### src/common/usb_bridge_pkg.sv
// Shared types and constants of the USB packet bridge
// Timing marks are clk counts for an FT245R-class part and fit a 5-bit counter

package usb_bridge_pkg;

	// ========================================
	// Data widths
	// ========================================
	typedef logic [7:0]  byte_t;
	typedef logic [15:0] word_t;
	typedef logic [9:0]  ram_addr_t;

	// Packet store depth in 16-bit words
	localparam int ram_words = 1024;

	// ========================================
	// Packet framing symbols
	// ========================================
	localparam byte_t header_symbol  = 8'h55;
	localparam int    header_count   = 12;
	localparam byte_t trailer_symbol = 8'hAA;
	localparam int    trailer_count  = 8;
	localparam byte_t error_symbol   = 8'hEE;

	// Length counts itself, service type and trailer
	localparam word_t min_length       = 16'd12;
	localparam word_t loopback_service = 16'hCCCC;

	// ========================================
	// FIFO strobe timing
	// ========================================
	localparam logic [4:0] rd_strobe_start = 5'd2;
	localparam logic [4:0] rd_sample       = 5'd9;
	localparam logic [4:0] rd_strobe_stop  = 5'd12;
	localparam logic [4:0] rd_cycle_end    = 5'd25;

	localparam logic [4:0] wr_oe_start     = 5'd2;
	localparam logic [4:0] wr_strobe_start = 5'd5;
	localparam logic [4:0] wr_strobe_stop  = 5'd15;
	localparam logic [4:0] wr_oe_stop      = 5'd22;
	localparam logic [4:0] wr_cycle_end    = 5'd25;

	// Reply sections in send order
	typedef enum logic [2:0] {
		reply_idle,
		reply_header,
		reply_length,
		reply_service,
		reply_data,
		reply_trailer
	} reply_state_t;

endpackage

### src/rtl/ft_port/ft_write_engine.sv
// Timed FIFO write, one byte per accepted transfer
// A byte is only taken while the synchronized TXE# is low

module ft_write_engine (
	input  logic                  clk,
	input  logic                  reset,
	input  logic                  ft_txe_n,
	input  usb_bridge_pkg::byte_t tx_byte,
	input  logic                  tx_valid,
	output logic                  tx_ready,
	output logic                  ft_wr,
	output usb_bridge_pkg::byte_t ft_data_out,
	output logic                  ft_data_oe,
	output logic                  busy
);
	import usb_bridge_pkg::*;

	logic [1:0] txe_sync;
	logic       active;
	logic [4:0] count;

	// No new byte during a write cycle or while the FIFO is full
	assign tx_ready = !active && !txe_sync[1];
	assign busy = active;

	always_ff @(posedge clk) begin
		if (reset) begin
			txe_sync   <= 2'b11;
			active     <= 1'b0;
			count      <= '0;
			ft_wr      <= 1'b0;
			ft_data_oe <= 1'b0;
		end else begin
			txe_sync <= {txe_sync[0], ft_txe_n};

			if (tx_valid && tx_ready) begin
				active <= 1'b1;
				count  <= '0;
			end else if (active) begin
				count <= count + 5'd1;
				// Bus driven around the strobe
				if (count == wr_oe_start)
					ft_data_oe <= 1'b1;
				if (count == wr_oe_stop)
					ft_data_oe <= 1'b0;
				if (count == wr_strobe_start)
					ft_wr <= 1'b1;
				if (count == wr_strobe_stop)
					ft_wr <= 1'b0;
				if (count == wr_cycle_end) begin
					active <= 1'b0;
					count  <= '0;
				end
			end
		end
	end

	// Output byte held for the whole cycle
	always_ff @(posedge clk) begin
		if (tx_valid && tx_ready)
			ft_data_out <= tx_byte;
	end

	// Strobe never outside the driven window
	assert property (@(posedge clk) disable iff (reset) ft_wr |-> ft_data_oe);

endmodule

### config.mk
export PLATFORM = sky130hd
export DESIGN_NAME = ft_write_engine
export DESIGN_NICKNAME = d
export VERILOG_FILES = /design/src/common/usb_bridge_pkg.sv /design/src/rtl/ft_port/ft_write_engine.sv
export SDC_FILE = /design/constraint.sdc
export NUM_CORES = 1
export LEC_CHECK = 0
export ABC_AREA = 1
export BUFFER_PORTS_ARGS = -buffer_cell sky130_fd_sc_hd__buf_2
export CORE_UTILIZATION = 50
export CTS_BUF_LIST = sky130_fd_sc_hd__clkbuf_8
export DETAILED_ROUTE_END_ITERATION = 16
export HOLD_SLACK_MARGIN = 0.06
export PLACE_DENSITY_LB_ADDON = 0.1
export SYNTH_ARGS = -nofsm -noshare
export SYNTH_HDL_FRONTEND = slang
export SYNTH_SLANG_ARGS = --single-unit
### constraint.sdc
create_clock -name clk -period 1.6 [get_ports clk]
set_clock_uncertainty 0.1 [all_clocks]
set_input_delay 0.32 -clock clk [delete_from_list [all_inputs] [get_ports clk]]
set_output_delay 0.32 -clock clk [all_outputs]
set_load 0.005 [all_outputs]
==> results.json <==
{
  "numCtsBuffers": 3,
  "drcViolationCount": 0,
  "area_growth_pct": 23.5,
  "dr.pass1.iters": 4,
  "grt_pass1_vias": 495,
  "clk_latency_ns": 0.25,
  "rows": 13,
  "nets": 123,
  "dpl.hpwl_um": 1040,
  "slew_headroom": 0.795,
  "critPathKind": "flip-flop to flip-flop",
  "synthArstFlopShare": 0,
  "arrival_ns": 1.53,
  "period_needed_ns": 1.45,
  "post_cts_buffers": 0,
  "clockBufferDepth": 2,
  "gp_congestion": 0.804,
  "p_per_area_mw_per_mm2": 920,
  "drtIter0Drc": 14,
  "viasPerCell": 5.02,
  "worstSetupStartpointType": "flip-flop",
  "synth_area_per_cell_um2": 9.46,
  "ys_seq_area_frac": 0.590,
  "end_kind": "flip-flop",
  "maxCapViolCount": 0,
  "fin_util": 0.683,
  "slowest_stage": "dfxtp_1",
  "yosysTopAreaCell": "edfxtp_1",
  "core-area_mm2": 0.00135,
  "clk_pin_slew_ns": 0.07,
  "instances_no_fill": 121,
  "synthFlopType": "dfxtp_1",
  "htreeDepth": 1,
  "cp_max_fo": 5,
  "tns_ns": 0,
  "irDropWorstVdd_mv": 0.629,
  "critPathTopFamily": "adder cells",
  "netlist_area_um2": 747,
  "wl_um": 1420,
  "fillerInstances": 121,
  "diodes": 0,
  "cp.required_ns": 1.69,
  "yosysMostFrequentCell": "nand2_1",
  "ys_warn_count": 0,
  "grt_first_pass_wirelength_um": 2150,
  "finalSetupViolCount": 0,
  "hold_buffers": 0,
  "drive_above_1_share": 0.283,
  "grt_max_degree": 13,
  "netlist_top_cells_count": "nand2_1 (15), inv_1 (12), dfxtp_1 (10)",
  "hold_viol": 0,
  "dp_cells": 117,
  "route.met2.wl_um": 688,
  "clkSinkCount": 18,
  "synth_cell_type_count": 14,
  "die_w_um": 40.7,
  "die_area_mm2": 0.00165,
  "path_cells": "ha_1 -> nand2_1 -> nor2_1 -> ha_1 -> inv_1 -> nand3_1 -> a21oi_1",
  "track_usage": 0.213,
  "path_buf_inv": 1,
  "post_drt_wl_per_cell_um": 11.7,
  "grt_overflow": 0,
  "cts_tree": "built",
  "cts_root_buf": "clkbuf_8",
  "hold_path.class": "input port to flip-flop",
  "met1Wirelength_um": 627,
  "status": "finished clean",
  "syn_inst": 79,
  "fin_crit_sh": 0.903,
  "synth-seq-cells": 18,
  "initial_core_util": 0.553,
  "die_h_um": 40.7,
  "ctsResizeCount": 0,
  "wl_met3_um": 66,
  "fmax_ghz": 0.692,
  "synth.area.top_cells": "edfxtp_1 (32%), dfxtp_1 (27%), nand2_1 (7.5%)",
  "max_stage_delay_ns": 0.43,
  "num_vias": 607,
  "yosysTopAreaCellShare": 0.322,
  "syn_nets": 95,
  "drtAntennaViolNets": 0,
  "worstMarginPinSlew_ns": 0.308,
  "port_buffers": 23,
  "antenna_found_initial": 0,
  "ioPinCount": 24,
  "p_leak_nw": 0.427,
  "slew_violations": 0,
  "synth-edff-count": 8,
  "cp_common_cell": "ha_1",
  "rsz0062_at_grt": "false",
  "dr.max_layer_used": "met4"
}
-- sequential cells by signal (all words and copies together) (netlist names) --
register     count
txe_sync         2
ft_wr            1
ft_data_out      8
count            5
ft_data_oe       1
busy             1
-- path summary, 6_finish.rpt --
kind	startpoint	endpoint	slack [ns]	cells past startpoint
worst max-delay path	count[0]	count[4]	0.15	7
worst min-delay path	tx_byte[1]	ft_data_out[1]	0.14	1
worst max register to register	count[0]	count[4]	0.15	7
worst min register to register	txe_sync[0]	txe_sync[1]	0.31	1
-- worst register-to-register path, delay by kind of cell, from the launching register on --
| family | cells | cell delay [ns] |
|---|---|---|
| flip-flops | 1 | 0.43 |
| AO/OA/AOI/OAI | 1 | 0.12 |
| adder cells (fa/ha/maj) | 2 | 0.46 |
| AND/OR/NAND/NOR | 3 | 0.23 |
| buffers and inverters | 1 | 0.05 |
-- cell families (layout without fill, tap and decap cells) --
logic type	count (synthesis)	in the layout	share of synthesized area
AO/OA/AOI/OAI	8	8	0.0536
XOR/XNOR	1	1	0.0117
adder cells (fa/ha/maj)	4	4	0.0670
buffers and inverters	13	40	0.0754
flip-flops	18	18	0.590
AND/OR/NAND/NOR	35	35	0.203
-- cell usage in the layout (no fill, tap or decap), drive strengths merged --
cell	Yosys	routed
nand4	2	2
xor2	1	1
nor2	9	9
nand3	6	6
buf	1	24
o21ai	2	2
inv	12	12
clkinv	0	1
a21oi	6	6
or2	2	2
nand2	16	16
edfxtp	8	8
ha	4	4
clkbuf	0	3
dfxtp	10	10
-- metal layers --
layer | vias up | global-route usage
met1 | 275 | 0.259
li1 | 309 | -
met4 | 0 | 0.150
met2 | 18 | 0.317
met3 | 5 | 0.0652
met5 | - | 0
-- power breakdown --
group / switching [mW] / total, mW / internal (mW)
clock network: 0.145 / 0.316 / 0.170
logic: 0.0214 / 0.0410 / 0.0196
registers: 0.00338 / 0.492 / 0.488
total: 0.170 / 0.848 / 0.678
-- area by class of cell --
cell class | count | area, µm² | area share
Tap cell | 15 | 18.8 | 0.0204
Sequential cell | 18 | 440 | 0.478
Clock buffer | 3 | 41.3 | 0.0448
Timing Repair Buffer | 24 | 123 | 0.133
Inverter | 12 | 45.0 | 0.0488
Clock inverter | 1 | 3.75 | 0.00407
Multi-Input combinational cell | 48 | 250 | 0.271
-- stage by stage --
step	hold WS, ns	power (mW)	worst slack (ns)	instance area [µm²]
2_1_floorplan	0.289	0.520	0.334	747
3_3_place_gp	0.295	0.541	0.301	877
4_1_cts	0.140	0.852	0.151	922
3_5_place_dp	0.297	0.543	0.201	877
5_1_grt	0.136	0.878	0.0747	922
6_report	0.141	0.848	0.155	922
Note: power is estimated with default switching activity, not from simulation.
