==> src/common/usb_bridge_pkg.sv <==
// Shared types and constants of the USB packet bridge
// Timing marks are clk counts for an FT245R-class part and fit a 5-bit counter

package usb_bridge_pkg;

	// ========================================
	// Data widths
	// ========================================
	typedef logic [7:0]  byte_t;
	typedef logic [15:0] word_t;
	typedef logic [9:0]  ram_addr_t;

	// Packet store depth in 16-bit words
	localparam int ram_words = 1024;

	// ========================================
	// Packet framing symbols
	// ========================================
	localparam byte_t header_symbol  = 8'h55;
	localparam int    header_count   = 12;
	localparam byte_t trailer_symbol = 8'hAA;
	localparam int    trailer_count  = 8;
	localparam byte_t error_symbol   = 8'hEE;

	// Length counts itself, service type and trailer
	localparam word_t min_length       = 16'd12;
	localparam word_t loopback_service = 16'hCCCC;

	// ========================================
	// FIFO strobe timing
	// ========================================
	localparam logic [4:0] rd_strobe_start = 5'd2;
	localparam logic [4:0] rd_sample       = 5'd9;
	localparam logic [4:0] rd_strobe_stop  = 5'd12;
	localparam logic [4:0] rd_cycle_end    = 5'd25;

	localparam logic [4:0] wr_oe_start     = 5'd2;
	localparam logic [4:0] wr_strobe_start = 5'd5;
	localparam logic [4:0] wr_strobe_stop  = 5'd15;
	localparam logic [4:0] wr_oe_stop      = 5'd22;
	localparam logic [4:0] wr_cycle_end    = 5'd25;

	// Reply sections in send order
	typedef enum logic [2:0] {
		reply_idle,
		reply_header,
		reply_length,
		reply_service,
		reply_data,
		reply_trailer
	} reply_state_t;

endpackage

==> src/common/packet_info_if.sv <==
// Summary of a finished packet, receiver to reply sender
// Fields hold from done until the next header is found

interface packet_info_if;
	import usb_bridge_pkg::*;

	// One-cycle end of packet pulse
	logic  done;
	// Length field as received, low byte first
	word_t length;
	word_t service;
	// Set for bad length or bad trailer
	logic  error;

	modport receiver (
		output done,
		output length,
		output service,
		output error
	);

	modport sender (
		input done,
		input length,
		input service,
		input error
	);

endinterface

==> src/rtl/packet/reply_sender.sv <==
// Reply byte sequencer, one byte per write engine transfer
// Data section only for error-free packets with data, zeros unless loopback

module reply_sender (
	input  logic                      clk,
	input  logic                      reset,
	input  logic                      tx_ready,
	input  usb_bridge_pkg::word_t     ram_rdata,
	packet_info_if.sender             info,
	output usb_bridge_pkg::byte_t     tx_byte,
	output logic                      tx_valid,
	output usb_bridge_pkg::ram_addr_t ram_raddr,
	output logic                      busy
);
	import usb_bridge_pkg::*;

	reply_state_t state;
	word_t        cnt;
	word_t        last_index;
	word_t        data_count;
	logic         transfer;
	logic         section_end;
	logic         loopback;

	assign data_count  = info.length - min_length;
	assign loopback    = (info.service == loopback_service);
	assign tx_valid    = (state != reply_idle);
	assign busy        = (state != reply_idle);
	assign transfer    = tx_valid && tx_ready;
	assign section_end = (cnt == last_index);

	// Index of the last byte of each section
	always_comb begin
		case (state)
			reply_header:  last_index = word_t'(header_count - 1);
			reply_length:  last_index = 16'd1;
			reply_service: last_index = 16'd1;
			reply_data:    last_index = data_count - 16'd1;
			reply_trailer: last_index = word_t'(trailer_count - 1);
			default:       last_index = '0;
		endcase
	end

	// ========================================
	// Section sequencing
	// ========================================
	always_ff @(posedge clk) begin
		if (reset) begin
			state     <= reply_idle;
			cnt       <= '0;
			ram_raddr <= '0;
		end else if (state == reply_idle) begin
			if (info.done) begin
				state     <= reply_header;
				cnt       <= '0;
				// Word 0 is read during the header
				ram_raddr <= '0;
			end
		end else if (transfer) begin
			// High byte sent, fetch the next word early
			if ((state == reply_data) && cnt[0])
				ram_raddr <= ram_raddr + 10'd1;
			if (!section_end) begin
				cnt <= cnt + 16'd1;
			end else begin
				cnt <= '0;
				case (state)
					reply_header:  state <= reply_length;
					reply_length:  state <= reply_service;
					reply_service: begin
						if (info.error || (data_count == 16'd0))
							state <= reply_trailer;
						else
							state <= reply_data;
					end
					reply_data:    state <= reply_trailer;
					default:       state <= reply_idle;
				endcase
			end
		end
	end

	// Outgoing byte per section
	always_comb begin
		case (state)
			reply_header:  tx_byte = header_symbol;
			reply_length:  tx_byte = cnt[0] ? info.length[15:8] : info.length[7:0];
			reply_service: begin
				if (info.error)
					tx_byte = error_symbol;
				else
					tx_byte = cnt[0] ? info.service[15:8] : info.service[7:0];
			end
			reply_data: begin
				if (loopback)
					tx_byte = cnt[0] ? ram_rdata[15:8] : ram_rdata[7:0];
				else
					tx_byte = 8'h00;
			end
			reply_trailer: tx_byte = trailer_symbol;
			default:       tx_byte = 8'h00;
		endcase
	end

endmodule

==> src/flat_wrapper.sv <==
// flat-port wrapper written by rule: the top's interface ports become plain ports
module reply_sender_flat import usb_bridge_pkg::*;
  (clk, reset, tx_ready, ram_rdata, tx_byte, tx_valid, ram_raddr, busy, info_done, info_length, info_service, info_error);
  packet_info_if info_i ();
  input  logic clk;
  input  logic reset;
  input  logic tx_ready;
  input  usb_bridge_pkg::word_t ram_rdata;
  output usb_bridge_pkg::byte_t tx_byte;
  output logic tx_valid;
  output usb_bridge_pkg::ram_addr_t ram_raddr;
  output logic busy;
  input wire logic [$bits(info_i.done)-1:0] info_done;
  input wire logic [$bits(info_i.length)-1:0] info_length;
  input wire logic [$bits(info_i.service)-1:0] info_service;
  input wire logic [$bits(info_i.error)-1:0] info_error;
  assign info_i.done = info_done;
  assign info_i.length = info_length;
  assign info_i.service = info_service;
  assign info_i.error = info_error;
  reply_sender u_core (.clk(clk), .reset(reset), .tx_ready(tx_ready), .ram_rdata(ram_rdata), .info(info_i), .tx_byte(tx_byte), .tx_valid(tx_valid), .ram_raddr(ram_raddr), .busy(busy));
endmodule
==> config.mk <==
export PLATFORM = sky130hd
export DESIGN_NAME = reply_sender_flat
export DESIGN_NICKNAME = d
export VERILOG_FILES = /design/src/common/usb_bridge_pkg.sv /design/src/common/packet_info_if.sv /design/src/rtl/packet/reply_sender.sv /design/src/flat_wrapper.sv
export SDC_FILE = /design/constraint.sdc
export NUM_CORES = 1
export LEC_CHECK = 0
export BUFFER_PORTS_ARGS = -buffer_cell sky130_fd_sc_hd__buf_2
export CAP_MARGIN = 20
export CELL_PAD_IN_SITES_DETAIL_PLACEMENT = 1
export CELL_PAD_IN_SITES_GLOBAL_PLACEMENT = 2
export CORE_MARGIN = 1.5
export CORE_UTILIZATION = 31
export DETAILED_ROUTE_END_ITERATION = 8
export HOLD_SLACK_MARGIN = 0.12
export PLACE_DENSITY = 0.79
export SYNTH_ARGS = -nofsm -noshare
export SYNTH_HDL_FRONTEND = slang
export SYNTH_SLANG_ARGS = --single-unit
==> constraint.sdc <==
create_clock -name clk -period 4.6 [get_ports clk]
set_input_delay 0.92 -clock clk [delete_from_list [all_inputs] [get_ports clk]]
set_output_delay 0.92 -clock clk [all_outputs]
set_load 0.1 [all_outputs]
==> qor.txt <==
Worst slew margin: 39.72%
WS Path Type: in -> reg
First-pass GRT wire length: 17830 µm
Die area: 10940 µm²
Number of global-route vias before repair: 3557
Mapped Cells: 424
Fmax: 236.4 MHz
Worst-Skew Late Latency: 280 ps
Status: finished, final reports clean
Row cnt: 36
Reg2Reg Setup Slack: 1120 ps
DRC errors left: 0
Largest net degree at the start of global routing: 24
Post-Syn Nets: 483
P_leak: 0.001438 µW
Initial core utilization: 32.30%
Ys Warns: 0
Post-route clock period utilization: 91.97%
Hold_sp: u_core.ram_raddr[1]
Post-synth cell types: 70
# hold bufs at CTS: 0
Via Count: 3434
Grt peak-use layer: met2
Register area share after synthesis: 18.14%
Async SR Flop Fraction: 0%
Post-Syn Area: 3201 µm²
CTS tree: built
Initial antenna violation count: 0
Clk root buf: clkbuf_8
TNS Setup: 0 ps
Final hold violations: 0
Commonest non-fill, non-tap cell in the layout: buf_2
Startpoint types: input port
Final Max Slew Viols: 0
PwrDens: 455.1 nW/µm²
Setup crit end kind: flip-flop
# resized after CTS: 0
Max FO, Critical Path: 15
GPL Wtd Cong: 0.8032
RSZ-0062 raised after global routing: false
Avg Synthesized Cell Area: 7.549 µm²
Final hold slack: 515.8 ps
Nets: 549
Core area: 9910 µm²
Vias per cell: 5.503
Share of cells above drive strength 1: 26.68%
Met1 Use GR: 25.96%
IO Port Bufs: 72
Hold depth: 2
Max-Cap Viols: 0
Post-layout minimum cycle time: 4231 ps
Clock slew seen by the registers of the worst setup and hold paths: 70 ps
Worst Hold Path EP: u_core.ram_raddr[1]
Post-synth EDFFs: 0
Aggregate global-route resource usage: 19.93%
Routed WL: 10590 µm
Post-route clock skew: 5.981 ps
Chip height: 104.6 µm
CTS sink cnt: 29
CTS buffer count: 5
Post-CTS Setup Inserts: 0
Area Growth Syn to Fin: 18.37%
Total gr overflow: 0
Crit path required time: 4730 ps
Final setup violation count: 0
Filler cells: 1264
H-tree depth: 2
Worst R2R Path Depth: 10
Top Ports: 73
Critical R2R Capture: u_core.cnt[2]
Initial drt markers: 86
Commonest cells after routing, fill and taps aside: buf_2 (72), nand2_1 (38), nor2_1 (29), dfxtp_1 (29), nor3_1 (25)
GR Util met2: 34.49%
Drt pass-1 iters: 4
HPWL Detailed: 8563 µm
Die W: 104.6 µm
Post-route ant nets: 0
Worst Tran Pin Value: 904.2 ps
Drt wl/cell: 16.97 µm
CTS Buffer Depth: 2
#FFs+latches synth: 29
# diodes: 0
Main flop type after synthesis: dfxtp_1
CP arrival: 4360 ps
Worst vdd ir: 493.9 µV
Met3 Use GR: 3.119%
Worst min path class: reg -> reg
## synthesized netlist by cell type, types with 3 or more instances
library cell  count  share of area (%)
a22oi_1           4               0.94
a31o_2            3               0.82
o311ai_0          3               0.82
dfxtp_1          29                 18
nor3_1           25                3.9
and3_1           10                2.0
and2_1            3               0.59
or3_1             6                1.2
mux2_2           10                3.5
nand4_1           8                1.6
clkbuf_1         15                1.8
a21oi_1          17                2.7
nand2_1          38                4.5
or2_2             3               0.59
a31oi_1           8                1.6
nand3_1          20                3.1
nor2_1           29                3.4
nand2b_1          7                1.4
nor4_1            9                1.8
ha_1              6                2.3
inv_1             9                1.1
mux2i_1          12                3.8
xor2_1           21                5.7
o2111ai_1         4                1.1
nor3_2           10                3.1
o31a_1            5                1.4
or4_1             6                1.4
o21ai_0          20                3.1
xnor2_1          21                5.7
buf_1             6               0.70
o22ai_1           3               0.59
o31ai_1           3               0.70
## layout make-up
cell class | instances | area (µm²) | area share [%]
Tap cell | 133 | 166.4 | 4.392
Sequential cell | 29 | 580.6 | 15.32
Clock buffer | 6 | 72.57 | 1.915
Timing Repair Buffer | 85 | 470.5 | 12.42
Multi-Input combinational cell | 360 | 2455 | 64.80
Clock inverter | 2 | 10.01 | 0.2642
Inverter | 9 | 33.78 | 0.8917
## how the worst max path moves through the flow
stage / start / endpoint / slack [ps] / cells past startpoint
floorplan: flip-flop / tx_byte[2] / 320 / 7
global placement: info_length[2] / flip-flop / 140 / 11
detailed placement: info_length[2] / u_core.cnt[5] / 90 / 12
CTS: info_length[2] / u_core.cnt[2] / 380 / 12
global route: info_length[2] / u_core.cnt[3] / 210 / 13
finish: info_length[2] / u_core.cnt[2] / 370 / 13
## critical path, stage by stage
cell     delay [ps]
buf_2           180
ha_1            250
buf_4           210
nand2_1          70
o32ai_1         330
a21oi_1         250
or4_4           590
and3_4          190
or4b_4          540
or3_4           370
nor3_4          210
buf_12          180
nor3_1           60
## kinds of logic after synthesis
| kind of cell | Yosys count | synth area share, % |
|---|---|---|
| simple gates | 196 | 35.18 |
| compound gates | 93 | 19.90 |
| xor+xnor | 43 | 12.00 |
| buf+inv | 35 | 5.160 |
| flops | 29 | 18.14 |
| mux | 22 | 7.272 |
| fa+ha+maj | 6 | 2.346 |
## where the power goes
group	total, µW	switching, µW	internal (µW)
Combinational	1190	854	339
Clock	202	97.3	105
Sequential	329	59.4	269
Total	1720	1010	713
## per-layer routing
metal / share of wire [%] / vias to the layer above
met5: 0 / -
met4: 1.2 / 0
met3: 2.7 / 10
met2: 48 / 57
met1: 48 / 1648
li1: - / 1719
## sequential cells by signal, indices dropped and copies added, names as in the netlist, named ones only
signal and count:
u_core.ram_raddr 10, u_core.state 2, u_core.cnt 16
## metrics by stage
stage	instances	util, %	setup WS, ps	instance area, µm²	total power [µW]
5_1_grt	624	38.23	209.6	3789	1838
3_5_place_dp	616	37.40	90.91	3706	1532
4_1_cts	624	38.23	381.8	3789	1741
3_3_place_gp	616	37.40	144.8	3706	1521
6_report	624	38.23	369.4	3789	1724
2_1_floorplan	424	-	316.0	3201	1294
No activity file was read; power rests on OpenSTA's default activity.
