### config.mk
export PLATFORM = sky130hd
export DESIGN_NAME = packet_receiver_flat
export DESIGN_NICKNAME = d
export VERILOG_FILES = /design/src/common/usb_bridge_pkg.sv /design/src/common/packet_info_if.sv /design/src/rtl/packet/packet_receiver.sv /design/src/flat_wrapper.sv
export SDC_FILE = /design/constraint.sdc
export NUM_CORES = 1
export LEC_CHECK = 0
export BUFFER_PORTS_ARGS = -buffer_cell sky130_fd_sc_hd__clkbuf_2
export CORE_ASPECT_RATIO = 1.4
export CORE_UTILIZATION = 35
export CTS_BUF_LIST = sky130_fd_sc_hd__clkbuf_8
export CTS_CLUSTER_SIZE = 30
export DETAILED_ROUTE_END_ITERATION = 8
export GPL_ROUTABILITY_DRIVEN = 1
export PLACE_DENSITY = 0.58
export SLEW_MARGIN = 5
export SYNTH_ARGS = -nofsm -noshare
export SYNTH_HDL_FRONTEND = slang
export SYNTH_SLANG_ARGS = --single-unit
### constraint.sdc
create_clock -name clk -period 11.57 [get_ports clk]
set_input_delay 1.157 -clock clk [delete_from_list [all_inputs] [get_ports clk]]
set_output_delay 1.157 -clock clk [all_outputs]
set_load 0.03 [all_outputs]
### src/common/usb_bridge_pkg.sv
// Shared types and constants of the USB packet bridge
// Timing marks are clk counts for an FT245R-class part and fit a 5-bit counter

package usb_bridge_pkg;

	// ========================================
	// Data widths
	// ========================================
	typedef logic [7:0]  byte_t;
	typedef logic [15:0] word_t;
	typedef logic [9:0]  ram_addr_t;

	// Packet store depth in 16-bit words
	localparam int ram_words = 1024;

	// ========================================
	// Packet framing symbols
	// ========================================
	localparam byte_t header_symbol  = 8'h55;
	localparam int    header_count   = 12;
	localparam byte_t trailer_symbol = 8'hAA;
	localparam int    trailer_count  = 8;
	localparam byte_t error_symbol   = 8'hEE;

	// Length counts itself, service type and trailer
	localparam word_t min_length       = 16'd12;
	localparam word_t loopback_service = 16'hCCCC;

	// ========================================
	// FIFO strobe timing
	// ========================================
	localparam logic [4:0] rd_strobe_start = 5'd2;
	localparam logic [4:0] rd_sample       = 5'd9;
	localparam logic [4:0] rd_strobe_stop  = 5'd12;
	localparam logic [4:0] rd_cycle_end    = 5'd25;

	localparam logic [4:0] wr_oe_start     = 5'd2;
	localparam logic [4:0] wr_strobe_start = 5'd5;
	localparam logic [4:0] wr_strobe_stop  = 5'd15;
	localparam logic [4:0] wr_oe_stop      = 5'd22;
	localparam logic [4:0] wr_cycle_end    = 5'd25;

	// Reply sections in send order
	typedef enum logic [2:0] {
		reply_idle,
		reply_header,
		reply_length,
		reply_service,
		reply_data,
		reply_trailer
	} reply_state_t;

endpackage

### src/common/packet_info_if.sv
// Summary of a finished packet, receiver to reply sender
// Fields hold from done until the next header is found

interface packet_info_if;
	import usb_bridge_pkg::*;

	// One-cycle end of packet pulse
	logic  done;
	// Length field as received, low byte first
	word_t length;
	word_t service;
	// Set for bad length or bad trailer
	logic  error;

	modport receiver (
		output done,
		output length,
		output service,
		output error
	);

	modport sender (
		input done,
		input length,
		input service,
		input error
	);

endinterface

### src/rtl/packet/packet_receiver.sv
// Header search, field capture and packet checks
// Data bytes are paired low byte first into 16-bit RAM words

module packet_receiver (
	input  logic                      clk,
	input  logic                      reset,
	input  usb_bridge_pkg::byte_t     rx_byte,
	input  logic                      rx_valid,
	output logic                      ram_we,
	output usb_bridge_pkg::ram_addr_t ram_waddr,
	output usb_bridge_pkg::word_t     ram_wdata,
	output logic                      active,
	packet_info_if.receiver           info
);
	import usb_bridge_pkg::*;

	logic [3:0] header_run;
	word_t      byte_cnt;
	byte_t      low_byte;
	logic       trailer_bad;
	word_t      length_next;
	word_t      data_index;
	word_t      trailer_start;
	logic       length_bad;
	logic       in_data;
	logic       in_trailer;
	logic       last_byte;

	// Full length as the high byte arrives
	assign length_next = {rx_byte, info.length[7:0]};
	// Too short, odd, or data larger than the RAM
	assign length_bad = (length_next < min_length) || length_next[0]
		|| ((length_next - min_length) > word_t'(2 * ram_words));

	// Byte positions after the service type
	assign data_index    = byte_cnt - 16'd4;
	assign trailer_start = info.length - word_t'(trailer_count);
	assign in_data       = (byte_cnt >= 16'd4) && (byte_cnt < trailer_start);
	assign in_trailer    = (byte_cnt >= 16'd4) && (byte_cnt >= trailer_start);
	assign last_byte     = (byte_cnt >= 16'd4) && (byte_cnt == info.length - 16'd1);

	// ========================================
	// Header search and packet control
	// ========================================
	always_ff @(posedge clk) begin
		if (reset) begin
			active      <= 1'b0;
			header_run  <= '0;
			byte_cnt    <= '0;
			trailer_bad <= 1'b0;
			ram_we      <= 1'b0;
			info.done   <= 1'b0;
			info.error  <= 1'b0;
		end else begin
			info.done <= 1'b0;
			ram_we    <= 1'b0;
			if (rx_valid && !active) begin
				// Any other byte breaks the run
				if (rx_byte != header_symbol) begin
					header_run <= '0;
				end else if (header_run == 4'(header_count - 1)) begin
					header_run  <= '0;
					active      <= 1'b1;
					byte_cnt    <= '0;
					trailer_bad <= 1'b0;
					info.error  <= 1'b0;
				end else begin
					header_run <= header_run + 4'd1;
				end
			end else if (rx_valid) begin
				byte_cnt <= byte_cnt + 16'd1;
				if ((byte_cnt == 16'd1) && length_bad) begin
					// Abort right after the length field
					active     <= 1'b0;
					info.error <= 1'b1;
					info.done  <= 1'b1;
				end else if (last_byte) begin
					active     <= 1'b0;
					info.error <= trailer_bad || (rx_byte != trailer_symbol);
					info.done  <= 1'b1;
				end else begin
					if (in_data && data_index[0])
						ram_we <= 1'b1;
					if (in_trailer && (rx_byte != trailer_symbol))
						trailer_bad <= 1'b1;
				end
			end
		end
	end

	// ========================================
	// Field and data capture
	// ========================================
	always_ff @(posedge clk) begin
		if (rx_valid && active) begin
			case (byte_cnt)
				16'd0: info.length[7:0] <= rx_byte;
				16'd1: info.length[15:8] <= rx_byte;
				16'd2: info.service[7:0] <= rx_byte;
				16'd3: info.service[15:8] <= rx_byte;
				default: begin
					if (in_data && data_index[0]) begin
						ram_wdata <= {rx_byte, low_byte};
						ram_waddr <= data_index[10:1];
					end else if (in_data) begin
						low_byte <= rx_byte;
					end
				end
			endcase
		end
	end

endmodule

### src/flat_wrapper.sv
// flat-port wrapper written by rule: the top's interface ports become plain ports
module packet_receiver_flat import usb_bridge_pkg::*;
  (clk, reset, rx_byte, rx_valid, ram_we, ram_waddr, ram_wdata, active, info_done, info_length, info_service, info_error);
  packet_info_if info_i ();
  input  logic clk;
  input  logic reset;
  input  usb_bridge_pkg::byte_t rx_byte;
  input  logic rx_valid;
  output logic ram_we;
  output usb_bridge_pkg::ram_addr_t ram_waddr;
  output usb_bridge_pkg::word_t ram_wdata;
  output logic active;
  output wire logic [$bits(info_i.done)-1:0] info_done;
  output wire logic [$bits(info_i.length)-1:0] info_length;
  output wire logic [$bits(info_i.service)-1:0] info_service;
  output wire logic [$bits(info_i.error)-1:0] info_error;
  assign info_done = info_i.done;
  assign info_length = info_i.length;
  assign info_service = info_i.service;
  assign info_error = info_i.error;
  packet_receiver u_core (.clk(clk), .reset(reset), .rx_byte(rx_byte), .rx_valid(rx_valid), .ram_we(ram_we), .ram_waddr(ram_waddr), .ram_wdata(ram_wdata), .active(active), .info(info_i));
endmodule
==> flow_metrics.py <==
metrics = {
    "logic_synthesis": {
        "synthFlopType": "edfxtp_1",
        "synthTopCellsByArea": "edfxtp_1, dfxtp_1, ha_1, xnor2_1, xor2_1",
        "synth_seq_cells": 91,
        "syn-num-nets": 475,
        "ys_seq_area_frac": 0.514,
        "synthCells": 436,
        "yosysWarnings": 0,
        "syn_area_um2": 4830,
        "yosysTopAreaCellShare": 0.411,
        "synth_edf_count": 66,
        "async_flop_share": 0,
        "syn_area_per_cell_um2": 11.1,
        "synth.distinct_cells": 63,
        "yosys.area.top_type": "edfxtp_1",
    },
    "cells_and_area": {
        "n_antenna_cell": 0,
        "drive_above_1_share": 0.204,
        "fillers": 1356,
        "final_cells": 687,
        "final_nets": 539,
        "area_growth_pct": 14.4,
    },
    "timing": {
        "max_freq_mhz": 234,
        "relSlewSlack": 0.164,
        "drv_slew": 0,
        "tns_ns": 0,
        "rsz0062_at_grt": "false",
        "setup_viol": 0,
        "finalClockSkew_ns": 0.0131,
        "finalHoldViolations": 0,
        "period_needed_ns": 4.28,
        "fin_crit_sh": 0.370,
        "tightest_slew_ns": 1.25,
        "finalWorstSetupSlack_ns": 7.29,
    },
    "min_path": {
        "worstHoldStart": "u_core.low_byte[6]",
        "whs_path_depth": 0,
        "hp-class": "register to register",
        "min_to": "u_core.ram_wdata[6]",
    },
    "floorplan": {
        "core_area_um2": 13400,
        "initial_utilization": 0.360,
        "die_y_um": 141,
        "io-pin-count": 73,
        "die_x_um": 101,
        "rows": 50,
        "dieArea_um2": 14300,
    },
    "power": {
        "cellPowerDensity_nw_per_um2": 101,
        "ir_worst_vdd_uv": 66.1,
        "leakage_nw": 2.05,
    },
    "critical_path": {
        "timing.rr.end": "u_core.ram_waddr[5]",
        "r2r_setup_slack_ns": 7.29,
        "worst_setup_path_start_kind": "register",
        "regToRegStartpoint": "u_core.info.length[3]",
        "cp_data_required_time_ns": 11.61,
        "cp_slowest_stage_delay_ns": 0.63,
        "path_delay_family": "simple AND/OR/NAND/NOR gates",
        "crit_slowest_cell": "edfxtp_1",
        "path_max_fanout": 24,
        "r2r_cells": 13,
        "cp-end-kind": "register",
        "cp_common_cell": "ha_1",
        "crit_arrival_ns": 4.32,
        "worstPathCellList": "inv_1 -> ha_1 -> nor4b_1 -> nand2_1 -> xor2_1 -> ha_1 -> a21oi_1 -> nor2b_1 -> o21ai_0 -> o211ai_1 -> a211o_1 -> nor4_2 -> buf_4",
        "path_buf_inv": 2,
        "crit_type": "register to register",
    },
    "cts": {
        "cts_setup_buffers": 0,
        "htree_levels": 3,
        "cts_buffers": 9,
        "holdBufCountCts": 0,
        "cts-resized-gates": 0,
        "cts_tree": "built",
        "clkSlewWorstSetupHoldPaths_ns": 0.09,
        "cts.sinks": 91,
        "root_buffer": "clkbuf_8",
        "cts_buffer_depth": 2,
        "clk_latency_ns": 0.37,
    },
    "detailed_routing": {
        "vias_per_cell": 5.32,
        "drc": 0,
        "drt_wl_total_um": 12000,
        "dr.pass1.iters": 4,
        "wl_per_cell_um": 17.5,
        "ant_nets": 0,
        "drt_iter0_markers": 132,
        "dr_total_vias": 3656,
    },
    "placed_design": {
        "place_congestion": 0.879,
        "numPlacedInstances": 671,
        "portBuffers": 72,
        "place_hpwl_um": 8960,
        "place_ws_ns": 7.31,
    },
    "job": {
        "drv_cap": 0,
    },
    "global_routing": {
        "grt_pass1_vias": 3492,
        "antenna_found_initial": 0,
        "grt_pass1_wl_um": 18600,
        "grt-ovfl-total": 0,
        "grt.total_usage": 0.175,
        "grt_max_degree": 25,
    },
    "outcome": {
        "outcome": "completed",
    },
}
## power breakdown
| group | switching [mW] | internal [mW] | total, mW |
|---|---|---|---|
| combinational | 0.00801 | 0.00266 | 0.0107 |
| sequential | 0.00000675 | 0.347 | 0.347 |
| clock | 0.119 | 0.0795 | 0.198 |
| total | 0.127 | 0.430 | 0.556 |
## synth_stat cells (3+ instances only)
cell type / count
edfxtp_1: 66
nor2_1: 35
ha_1: 28
nand2_1: 28
xnor2_1: 27
dfxtp_1: 25
xor2_1: 23
inv_1: 17
nand3_1: 16
clkbuf_1: 15
a21oi_1: 13
nor3_1: 13
nand4_1: 12
nor4_1: 11
o21ai_0: 8
or3_1: 6
and3_1: 5
buf_2: 5
nand3b_1: 5
a21o_1: 4
and2_1: 4
a211o_1: 3
a211oi_1: 3
a21boi_0: 3
nor2b_1: 3
nor4_2: 3
nor4b_1: 3
o21bai_1: 3
or4_1: 3
## cell type report
cell class / count / area (µm²) / area share
Timing Repair Buffer: 75 / 383 / 0.0694
Sequential cell: 91 / 2480 / 0.450
Inverter: 17 / 63.8 / 0.0116
Multi-Input combinational cell: 306 / 2190 / 0.396
Tap cell: 182 / 228 / 0.0413
Clock buffer: 9 / 124 / 0.0224
Clock inverter: 7 / 52.6 / 0.00952
## per-stage QoR
step	area [µm²]	utilization	hold slack, ns	power, mW
2_1_floorplan	4830	-	0.400	0.358
3_3_place_gp	5340	0.399	0.401	0.366
3_5_place_dp	5340	0.399	0.409	0.366
4_1_cts	5520	0.412	0.430	0.563
5_1_grt	5520	0.412	0.437	0.576
6_report	5520	0.412	0.427	0.556
## cell families (layout without fill, tap and decap cells)
group,Yosys count,after routing,share of synthesized area
and+or+nand+nor,167,167,0.199
DFF,91,91,0.514
AOI/OAI and AO/OA,60,60,0.0874
xor gates and xnor gates,50,50,0.0907
buffers and inverters,39,108,0.0340
adders and majority gates,28,28,0.0726
muxes,1,1,0.00207
## per-layer routing
| metal | wire (µm) | vias to the layer above | GRT usage |
|---|---|---|---|
| met4 | 346 | 0 | 0.0847 |
| met2 | 6240 | 100 | 0.301 |
| met5 | 0 | - | 0 |
| li1 | - | 1736 | - |
| met1 | 4900 | 1799 | 0.203 |
| met3 | 497 | 21 | 0.0377 |
## sequential cells by signal, summed over array words and instances (netlist names)
signal / count
u_core.info.length: 16
u_core.trailer_bad: 1
u_core.ram_we: 1
u_core.byte_cnt: 16
u_core.info.error: 1
u_core.info.service: 16
u_core.low_byte: 8
u_core.ram_wdata: 16
u_core.info.done: 1
u_core.active: 1
u_core.ram_waddr: 10
u_core.header_run: 4
## cells in the final DEF (no fill, tap or decap), drive strengths merged, types with 13 or more instances in the layout
master   n
nor2    35
edfxtp  66
clkbuf  81
xnor2   27
a21oi   13
nand3   16
xor2    23
nand2   28
dfxtp   25
ha      28
inv     21
nor4    14
nor3    15
## how the worst max path moves through the flow
| stage | from | end | slack, ns | cells past startpoint |
|---|---|---|---|---|
| 4_1_cts | u_core.info.length[3] | u_core.ram_wdata[7] | 7.27 | 13 |
| 6_report | u_core.info.length[3] | u_core.ram_waddr[5] | 7.29 | 13 |
| 3_5_place_dp | u_core.info.length[3] | u_core.ram_waddr[5] | 7.31 | 13 |
| 5_1_grt | u_core.info.length[3] | u_core.ram_wdata[14] | 6.98 | 13 |
| 2_1_floorplan | u_core.info.length[3] | u_core.ram_waddr[0] | 5.41 | 14 |
| 3_3_place_gp | u_core.info.length[3] | u_core.ram_waddr[1] | 7.39 | 13 |
Power figures use the tool's default switching activity.
