`src/common/usb_bridge_pkg.sv`:
```
// Shared types and constants of the USB packet bridge
// Timing marks are clk counts for an FT245R-class part and fit a 5-bit counter

package usb_bridge_pkg;

	// ========================================
	// Data widths
	// ========================================
	typedef logic [7:0]  byte_t;
	typedef logic [15:0] word_t;
	typedef logic [9:0]  ram_addr_t;

	// Packet store depth in 16-bit words
	localparam int ram_words = 1024;

	// ========================================
	// Packet framing symbols
	// ========================================
	localparam byte_t header_symbol  = 8'h55;
	localparam int    header_count   = 12;
	localparam byte_t trailer_symbol = 8'hAA;
	localparam int    trailer_count  = 8;
	localparam byte_t error_symbol   = 8'hEE;

	// Length counts itself, service type and trailer
	localparam word_t min_length       = 16'd12;
	localparam word_t loopback_service = 16'hCCCC;

	// ========================================
	// FIFO strobe timing
	// ========================================
	localparam logic [4:0] rd_strobe_start = 5'd2;
	localparam logic [4:0] rd_sample       = 5'd9;
	localparam logic [4:0] rd_strobe_stop  = 5'd12;
	localparam logic [4:0] rd_cycle_end    = 5'd25;

	localparam logic [4:0] wr_oe_start     = 5'd2;
	localparam logic [4:0] wr_strobe_start = 5'd5;
	localparam logic [4:0] wr_strobe_stop  = 5'd15;
	localparam logic [4:0] wr_oe_stop      = 5'd22;
	localparam logic [4:0] wr_cycle_end    = 5'd25;

	// Reply sections in send order
	typedef enum logic [2:0] {
		reply_idle,
		reply_header,
		reply_length,
		reply_service,
		reply_data,
		reply_trailer
	} reply_state_t;

endpackage

```
`src/rtl/ft_port/ft_read_engine.sv`:
```
// Timed FIFO read, one byte per falling edge of RXF#
// An edge seen while hold is high waits until hold drops

module ft_read_engine (
	input  logic                  clk,
	input  logic                  reset,
	input  logic                  ft_rxf_n,
	input  usb_bridge_pkg::byte_t ft_data_in,
	input  logic                  hold,
	output logic                  ft_rd_n,
	output usb_bridge_pkg::byte_t rx_byte,
	output logic                  rx_valid,
	output logic                  busy
);
	import usb_bridge_pkg::*;

	logic [1:0] rxf_sync;
	logic       rxf_last;
	logic       rxf_fall;
	logic       pending;
	logic       active;
	logic [4:0] count;

	// RXF# went low after the synchronizer
	assign rxf_fall = rxf_last && !rxf_sync[1];
	assign busy = active;

	always_ff @(posedge clk) begin
		if (reset) begin
			rxf_sync <= 2'b11;
			rxf_last <= 1'b1;
			pending  <= 1'b0;
			active   <= 1'b0;
			count    <= '0;
			ft_rd_n  <= 1'b1;
			rx_valid <= 1'b0;
		end else begin
			rxf_sync <= {rxf_sync[0], ft_rxf_n};
			rxf_last <= rxf_sync[1];
			// Byte is ready one cycle after the sample mark
			rx_valid <= active && (count == rd_sample);

			if (!active) begin
				if (pending && !hold) begin
					active  <= 1'b1;
					count   <= '0;
					pending <= 1'b0;
				end
			end else begin
				count <= count + 5'd1;
				if (count == rd_strobe_start)
					ft_rd_n <= 1'b0;
				if (count == rd_strobe_stop)
					ft_rd_n <= 1'b1;
				if (count == rd_cycle_end) begin
					active <= 1'b0;
					count  <= '0;
				end
			end

			// New edge wins over the start that consumes the old one
			if (rxf_fall)
				pending <= 1'b1;
		end
	end

	// Data latch at the sample mark
	always_ff @(posedge clk) begin
		if (active && (count == rd_sample))
			rx_byte <= ft_data_in;
	end

	// Receiver sees each byte once
	assert property (@(posedge clk) disable iff (reset) rx_valid |=> !rx_valid);

endmodule

```
`config.mk`:
```
export PLATFORM = sky130hd
export DESIGN_NAME = ft_read_engine
export DESIGN_NICKNAME = d
export VERILOG_FILES = /design/src/common/usb_bridge_pkg.sv /design/src/rtl/ft_port/ft_read_engine.sv
export SDC_FILE = /design/constraint.sdc
export NUM_CORES = 1
export LEC_CHECK = 0
export ABC_AREA = 1
export BUFFER_PORTS_ARGS = -buffer_cell sky130_fd_sc_hd__buf_4
export CORE_ASPECT_RATIO = 1.5
export CORE_MARGIN = 3
export CORE_UTILIZATION = 23
export DETAILED_ROUTE_END_ITERATION = 6
export PLACE_DENSITY_LB_ADDON = 0.25
export SYNTH_ARGS = -nofsm -noshare
export SYNTH_HDL_FRONTEND = slang
export SYNTH_SLANG_ARGS = --single-unit
```
`constraint.sdc`:
```
create_clock -name clk -period 1.35 [get_ports clk]
set_input_delay 0.0675 -clock clk [delete_from_list [all_inputs] [get_ports clk]]
set_output_delay 0.0675 -clock clk [all_outputs]
set_load 0.01 [all_outputs]
```
==> out/results.tsv, run 1 <==
metric	value	unit
outcome	finished clean	
max-slew violations	0	
Detailed Routing Iterations Pass 1	4	
RSZ-0062 raised after global routing	false	
vias in the first global route	679	
FILL cells	341	
multi-input logic area	282.8	um2
Post-route DRC	0	
Leak Pwr	0.5250	nW
Final min period	1278	ps
routed len/inst	10.92	um
gpl congestion	0.7702	
share of cells above drive strength 1	34.45	%
Final Hold Viols	0	
Final ANT Viol Nets	0	
Hold WS	39.38	ps
DIE WIDTH	54.55	um
relative slew slack	85.21	%
Antenna Cells	0	
layout net count	136	
register bit total from synthesis	20	
mean post-synth cell area	10.17	um2
Ys Warns	0	
largest net degree at the start of global routing	13	
Final period util	94.69	%
Unique masters post-synth	24	
endpoints failing setup	0	
maximum vdd drop	0.0006037	V
DP HPWL	1.294	mm
antenna violations before repair	0	
CP endpoint kind	register	
Comb pwr share	5.9	%
most common cell after layout, fill and taps aside	buf_4	
CP max FO	8	
die height	78.83	um
worst slew pin tran	221.8	ps
first-pass GRT wire length	2.842	mm
CTS buffer count	3	
die area	0.004300	mm2
Remaining Overflow, GRT	0	
power share of the clock group	45.8	%
worst r2r src	count[1]$_SDFFE_PP0P_	
CP required	1320	ps
Max Fclk	782.3	MHz
Layout Skew	7.513	ps
routed vias/inst	4.214	
setup TNS	0	ps
maxcap violations	0	
syn_nets	96	
worst-case clock buffer depth	2	
r2r endpoint	rx_byte[3]$_DFFE_PP_	
Placement Rows	25	
Sw Ratio	18.24	%
pre-CTS WS	107.7	ps
Synth Instances	80	
vias after detailed routing	670	
commonest non-fill, non-tap cells in the layout	28 x buf_4, 12 x dfxtp_1, 9 x nand2_1, 9 x nor2_1, 9 x dlygate4sd3_1	
Total GRT Usage	8.939	%
setup slack after layout	71.70	ps
CTS root buf	clkbuf_8	
DR iter-0 viols	3	
Post-CTS Setup Bufs	0	
IO Pins	23	
CP arrival	1250	ps
Num Clock Sinks	20	
Hold Path Class	input pin to register	
FF-to-FF path depth	5	
Worst-path clk slew	80	ps
startpoint types	register	
H-tree depth	1	
Worst-Skew Late Latency	260	ps
Sw Pwr	0.0002404	W
Starting Density	24.76	%
PD cells	1079	mW/mm2
reg2reg setup slack	70	ps
CORE AREA	0.003284	mm2
IO Port Bufs	22	
area growth from synthesis to layout	50.15	%
critical path class	register to register	
WL final	1.736	mm
internal power	0.001077	W
cell area after synthesis	813.3	um2
hold path depth	2	
Seq pwr share	48.3	%
Hold EP	count[2]$_SDFFE_PP0P_	
TritonCTS clock tree	built	
min-delay src	reset	
post-synthesis sequential area ratio	59.08	%
Register Area	480.5	um2
state kept, by name (all words and copies together) (netlist names):
signal and flops:
count 5, rx_byte 8, rx_valid 1, rxf_sync 2
pending 1, ft_rd_n 1, rxf_last 1, busy 1
cell type report:
class / count / area share [%]
multi-input combinational: 49 / 23.16
timing repair buffer: 37 / 24.59
tap: 40 / 4.098
sequential: 20 / 39.34
inverter: 9 / 2.971
clock buffer: 3 / 3.381
clock inverter: 1 / 2.459
logic make-up after synthesis:
kind of cell	share of synthesized area [%]
XOR/XNOR	1.077
buffers and inverters	6.461
AO/OA/AOI/OAI	6.154
flip-flops	59.08
AND/OR/NAND/NOR	21.08
adder cells (fa/ha/maj)	6.154
per-layer routing:
metal / GRT usage [%] / up-vias / share of wire [%] / wire length (um)
met1: 9.048 / 306 / 40 / 701
met4: 3.741 / 0 / 1.6 / 27
met2: 16.67 / 21 / 52 / 907
met3: 1.689 / 2 / 5.8 / 100
met5: 0 / - / 0 / 0
li1: - / 341 / - / -
what timing repair did:
item	CTS	global route
gates resized for setup	0	0
hold buffers	9	0
endpoints found under the hold margin	9	0
synth_stat cells:
master | number | area (um2)
nand3_1 | 7 | 35.03
dfxtp_1 | 12 | 240.2
a21oi_1 | 4 | 20.02
nand4_2 | 1 | 12.51
inv_4 | 1 | 6.260
a21oi_2 | 1 | 8.760
o21ai_1 | 1 | 5.000
or2_2 | 2 | 12.51
edfxtp_1 | 8 | 240.2
nor3_2 | 1 | 10.01
ha_1 | 4 | 50.05
inv_1 | 7 | 26.28
o22ai_1 | 1 | 6.260
xor2_1 | 1 | 8.760
buf_2 | 1 | 5.000
nand4_1 | 2 | 12.51
o21ai_0 | 2 | 10.01
inv_2 | 1 | 3.750
buf_6 | 1 | 11.26
nor2_1 | 10 | 37.54
nand2_2 | 1 | 6.260
nand2_1 | 9 | 33.78
nor3_1 | 1 | 5.000
or2_1 | 1 | 6.260
through the flow:
| step | instances | total power (W) | instance area [um2] | utilization (%) |
|---|---|---|---|---|
| finish | 159 | 0.001318 | 1221 | 37.18 |
| CTS | 159 | 0.001326 | 1221 | 37.18 |
| detailed placement | 146 | 0.0007075 | 1060 | 32.27 |
| global route | 159 | 0.001352 | 1221 | 37.18 |
| floorplan | 80 | 0.0006718 | 815.8 | - |
| global placement | 146 | 0.0007065 | 1060 | 32.27 |
how the worst max path moves through the flow:
stage	start	to	slack, ps	cells after the start
after CTS	count[1]$_SDFFE_PP0P_	rx_byte[3]$_DFFE_PP_	50	5
after detailed placement	count[1]$_SDFFE_PP0P_	rx_byte[0]$_DFFE_PP_	110	5
final	count[1]$_SDFFE_PP0P_	rx_byte[3]$_DFFE_PP_	70	5
after floorplan	count[1]$_SDFFE_PP0P_	rx_byte[0]$_DFFE_PP_	40	4
after global placement	count[1]$_SDFFE_PP0P_	rx_byte[0]$_DFFE_PP_	120	5
after global routing	count[1]$_SDFFE_PP0P_	rx_byte[3]$_DFFE_PP_	3	5
worst max-delay path, stage by stage (launching register included):
cell and delay (ps):
dfxtp_1 310, inv_1 80, ha_1 200, nand3_1 140, nor2_2 100, buf_4 160
power by group through the flow:
stage	combinational, W	clock (W)	sequential [W]
floorplan	0.0000199	0	0.000652
global placement	0.0000562	0	0.000650
detailed placement	0.0000570	0	0.000650
CTS	0.0000781	0.000612	0.000636
global route	0.0000858	0.000629	0.000637
finish	0.0000776	0.000604	0.000636
Power figures use the tool's default switching activity.
==> run 2, diff against run 1 <==
- clock period: 1.35 -> 1.1 ns (I/O delays scaled with it)
==> out/results.tsv, run 2 (synthesis results as in run 1) <==
metric	value	unit	change
Layout Skew	5.460	ps	was 7.513 ps
min-delay src	reset		unchanged
area growth from synthesis to layout	62.15	%	was 50.15%
Antenna Cells	0		unchanged
Starting Density	24.76	%	unchanged
Total GRT Usage	9.657	%	was 8.939%
RSZ-0062 raised after global routing	true		was false
Post-route DRC	0		unchanged
Worst-Skew Late Latency	260	ps	about the same
failing checks	negative setup slack		
CORE AREA	0.003284	mm2	unchanged
CP required	1040	ps	was 1320 ps
share of cells above drive strength 1	46.34	%	was 34.45%
routed vias/inst	4.344		was 4.214
routed len/inst	11.52	um	was 10.92 um
setup TNS	-478.9	ps	was 0 ps
H-tree depth	1		unchanged
endpoints failing setup	10		was 0
Register Area	486.7	um2	was 480.5 um2
vias in the first global route	761		was 679
multi-input logic area	352.8	um2	was 282.8 um2
IO Pins	23		unchanged
most common cell after layout, fill and taps aside	buf_4		unchanged
max reg flops	8		unchanged
largest net degree at the start of global routing	12		was 13
Leak Pwr	0.5378	nW	was 0.5250 nW
Hold Path Class	input pin to register		unchanged
Max Fclk	862.1	MHz	was 782.3 MHz
PD cells	1088	mW/mm2	was 1079 mW/mm2
DR iter-0 viols	19		was 3
commonest non-fill, non-tap cells in the layout	30 x buf_4, 9 x nand2_1, 9 x dfxtp_1, 9 x dlygate4sd3_1		was 28 x buf_4, 12 x dfxtp_1, 9 x nand2_1, 9 x nor2_1, 9 x dlygate4sd3_1
CTS root buf	clkbuf_8		unchanged
final core occ	40.15	%	was 37.18%
r2r endpoint	rx_byte[1]$_DFFE_PP_		was rx_byte[3]$_DFFE_PP_
CP max FO	8		unchanged
die area	0.004300	mm2	unchanged
CP arrival	1100	ps	was 1250 ps
FILL cells	323		was 341
layout net count	140		was 136
total power	0.001435	W	was 0.001318 W
Num Clock Sinks	20		unchanged
Remaining Overflow, GRT	0		unchanged
IO Port Bufs	22		unchanged
maximum vdd drop	0.0006121	V	was 0.0006037 V
Detailed Routing Iterations Pass 1	5		was 4
critical path class	register to register		unchanged
setup slack after layout	-60.01	ps	was 71.70 ps
Top Registers	rx_byte x8, count x5, rxf_sync x2		unchanged
Worst-path clk slew	70	ps	was 80 ps
die height	78.83	um	unchanged
outcome	finished, violations left		was finished clean
first-pass GRT wire length	2.987	mm	was 2.842 mm
Hold EP	count[1]$_SDFFE_PP0P_		was count[2]$_SDFFE_PP0P_
maxcap violations	0		unchanged
worst slew pin tran	232.1	ps	was 221.8 ps
worst-case clock buffer depth	2		unchanged
FF-to-FF path depth	4		was 5
vias after detailed routing	708		was 670
worst r2r src	count[1]$_SDFFE_PP0P_		unchanged
CTS buffer count	3		unchanged
DIE WIDTH	54.55	um	unchanged
relative slew slack	84.49	%	was 85.21%
max-slew violations	0		unchanged
Final min period	1160	ps	was 1278 ps
placed cell area	0.001116	mm2	was 0.001060 mm2
final instance area	0.001319	mm2	was 0.001221 mm2
Final period util	105.5	%	was 94.69%
CP endpoint kind	register		unchanged
hold path depth	2		unchanged
Biggest register	rx_byte		unchanged
antenna violations before repair	0		unchanged
WL final	1.877	mm	was 1.736 mm
Final Hold Viols	0		unchanged
DP HPWL	1.436	mm	was 1.294 mm
TritonCTS clock tree	built		unchanged
gpl congestion	0.7856		was 0.7702
Final ANT Viol Nets	0		unchanged
reg2reg setup slack	-60	ps	was 70 ps
startpoint types	register		unchanged
Placement Rows	25		unchanged
==> run 2: changes by cell type in the layout (fill, tap and decap cells not counted), moves of 2 or more <==
cell     before  now
a21oi_1       4    2
a21oi_2       1    3
buf_4        28   30
buf_6         0    2
dfxtp_1      12    9
dfxtp_2       0    2
ha_1          4    1
ha_4          0    3
nand3_1       7    5
==> run 2: routing by layer <==
metal / GRT usage (%) / vias to the layer above / wire (um)
met2: 17.51 / 28 / 1045
met1: 8.137 / 322 / 658
li1: - / 350 / -
met3: 2.627 / 8 / 117
met4: 7.481 / 0 / 57
met5: 0 / - / 0
==> run 2: final cells by class <==
cell class                 count  area share (%)
sequential                    20           36.91
inverter                       9           2.751
timing repair buffer          41           25.62
tap                           40           3.795
clock buffer                   4           4.175
multi-input combinational     49           26.76
==> run 2: timing repair <==
action                                 in CTS  in global routing
setup endpoints to repair                  10                 13
hold buffers                                9                  0
resized for setup                           3                  7
endpoints found under the hold margin       9                  0
buffers inserted                            1                  0
pin swaps                                   2                  3
==> run 2: worst max-delay path by stage <==
| stage | startpoint | end | slack [ps] | cells past startpoint |
|---|---|---|---|---|
| after floorplan | count[1]$_SDFFE_PP0P_ | rx_byte[0]$_DFFE_PP_ | -30 | 4 |
| after CTS | count[1]$_SDFFE_PP0P_ | rx_byte[1]$_DFFE_PP_ | -70 | 4 |
| final | count[1]$_SDFFE_PP0P_ | rx_byte[1]$_DFFE_PP_ | -60 | 4 |
| after global routing | count[1]$_SDFFE_PP0P_ | rx_byte[1]$_DFFE_PP_ | -130 | 4 |
| after global placement | count[0]$_SDFFE_PP0P_ | rx_byte[4]$_DFFE_PP_ | -40 | 3 |
| after detailed placement | count[0]$_SDFFE_PP0P_ | rx_byte[1]$_DFFE_PP_ | -80 | 3 |
==> run 2: power breakdown <==
part,internal (W),switching (W),total [W]
Combinational,0.0000647,0.0000389,0.000104
Sequential,0.000777,0.00000567,0.000782
Clock,0.000318,0.000231,0.000549
Total,0.00116,0.000275,0.00143
==> run 2: critical path, cell delays in order, from the launching register on <==
cell,delay (ps)
dfxtp_2,340
inv_2,70
ha_4,150
nand3_4,70
nor2_4,210
==> run 2: metrics by stage <==
step           setup WS (ps)  instances  hold WS, ps
2_1_floorplan         -25.59         80        153.9
3_3_place_gp          -42.87        149        235.1
3_5_place_dp          -81.55        149        234.6
4_1_cts               -67.41        163        33.10
5_1_grt               -127.6        163        24.62
6_report              -60.01        163        29.64
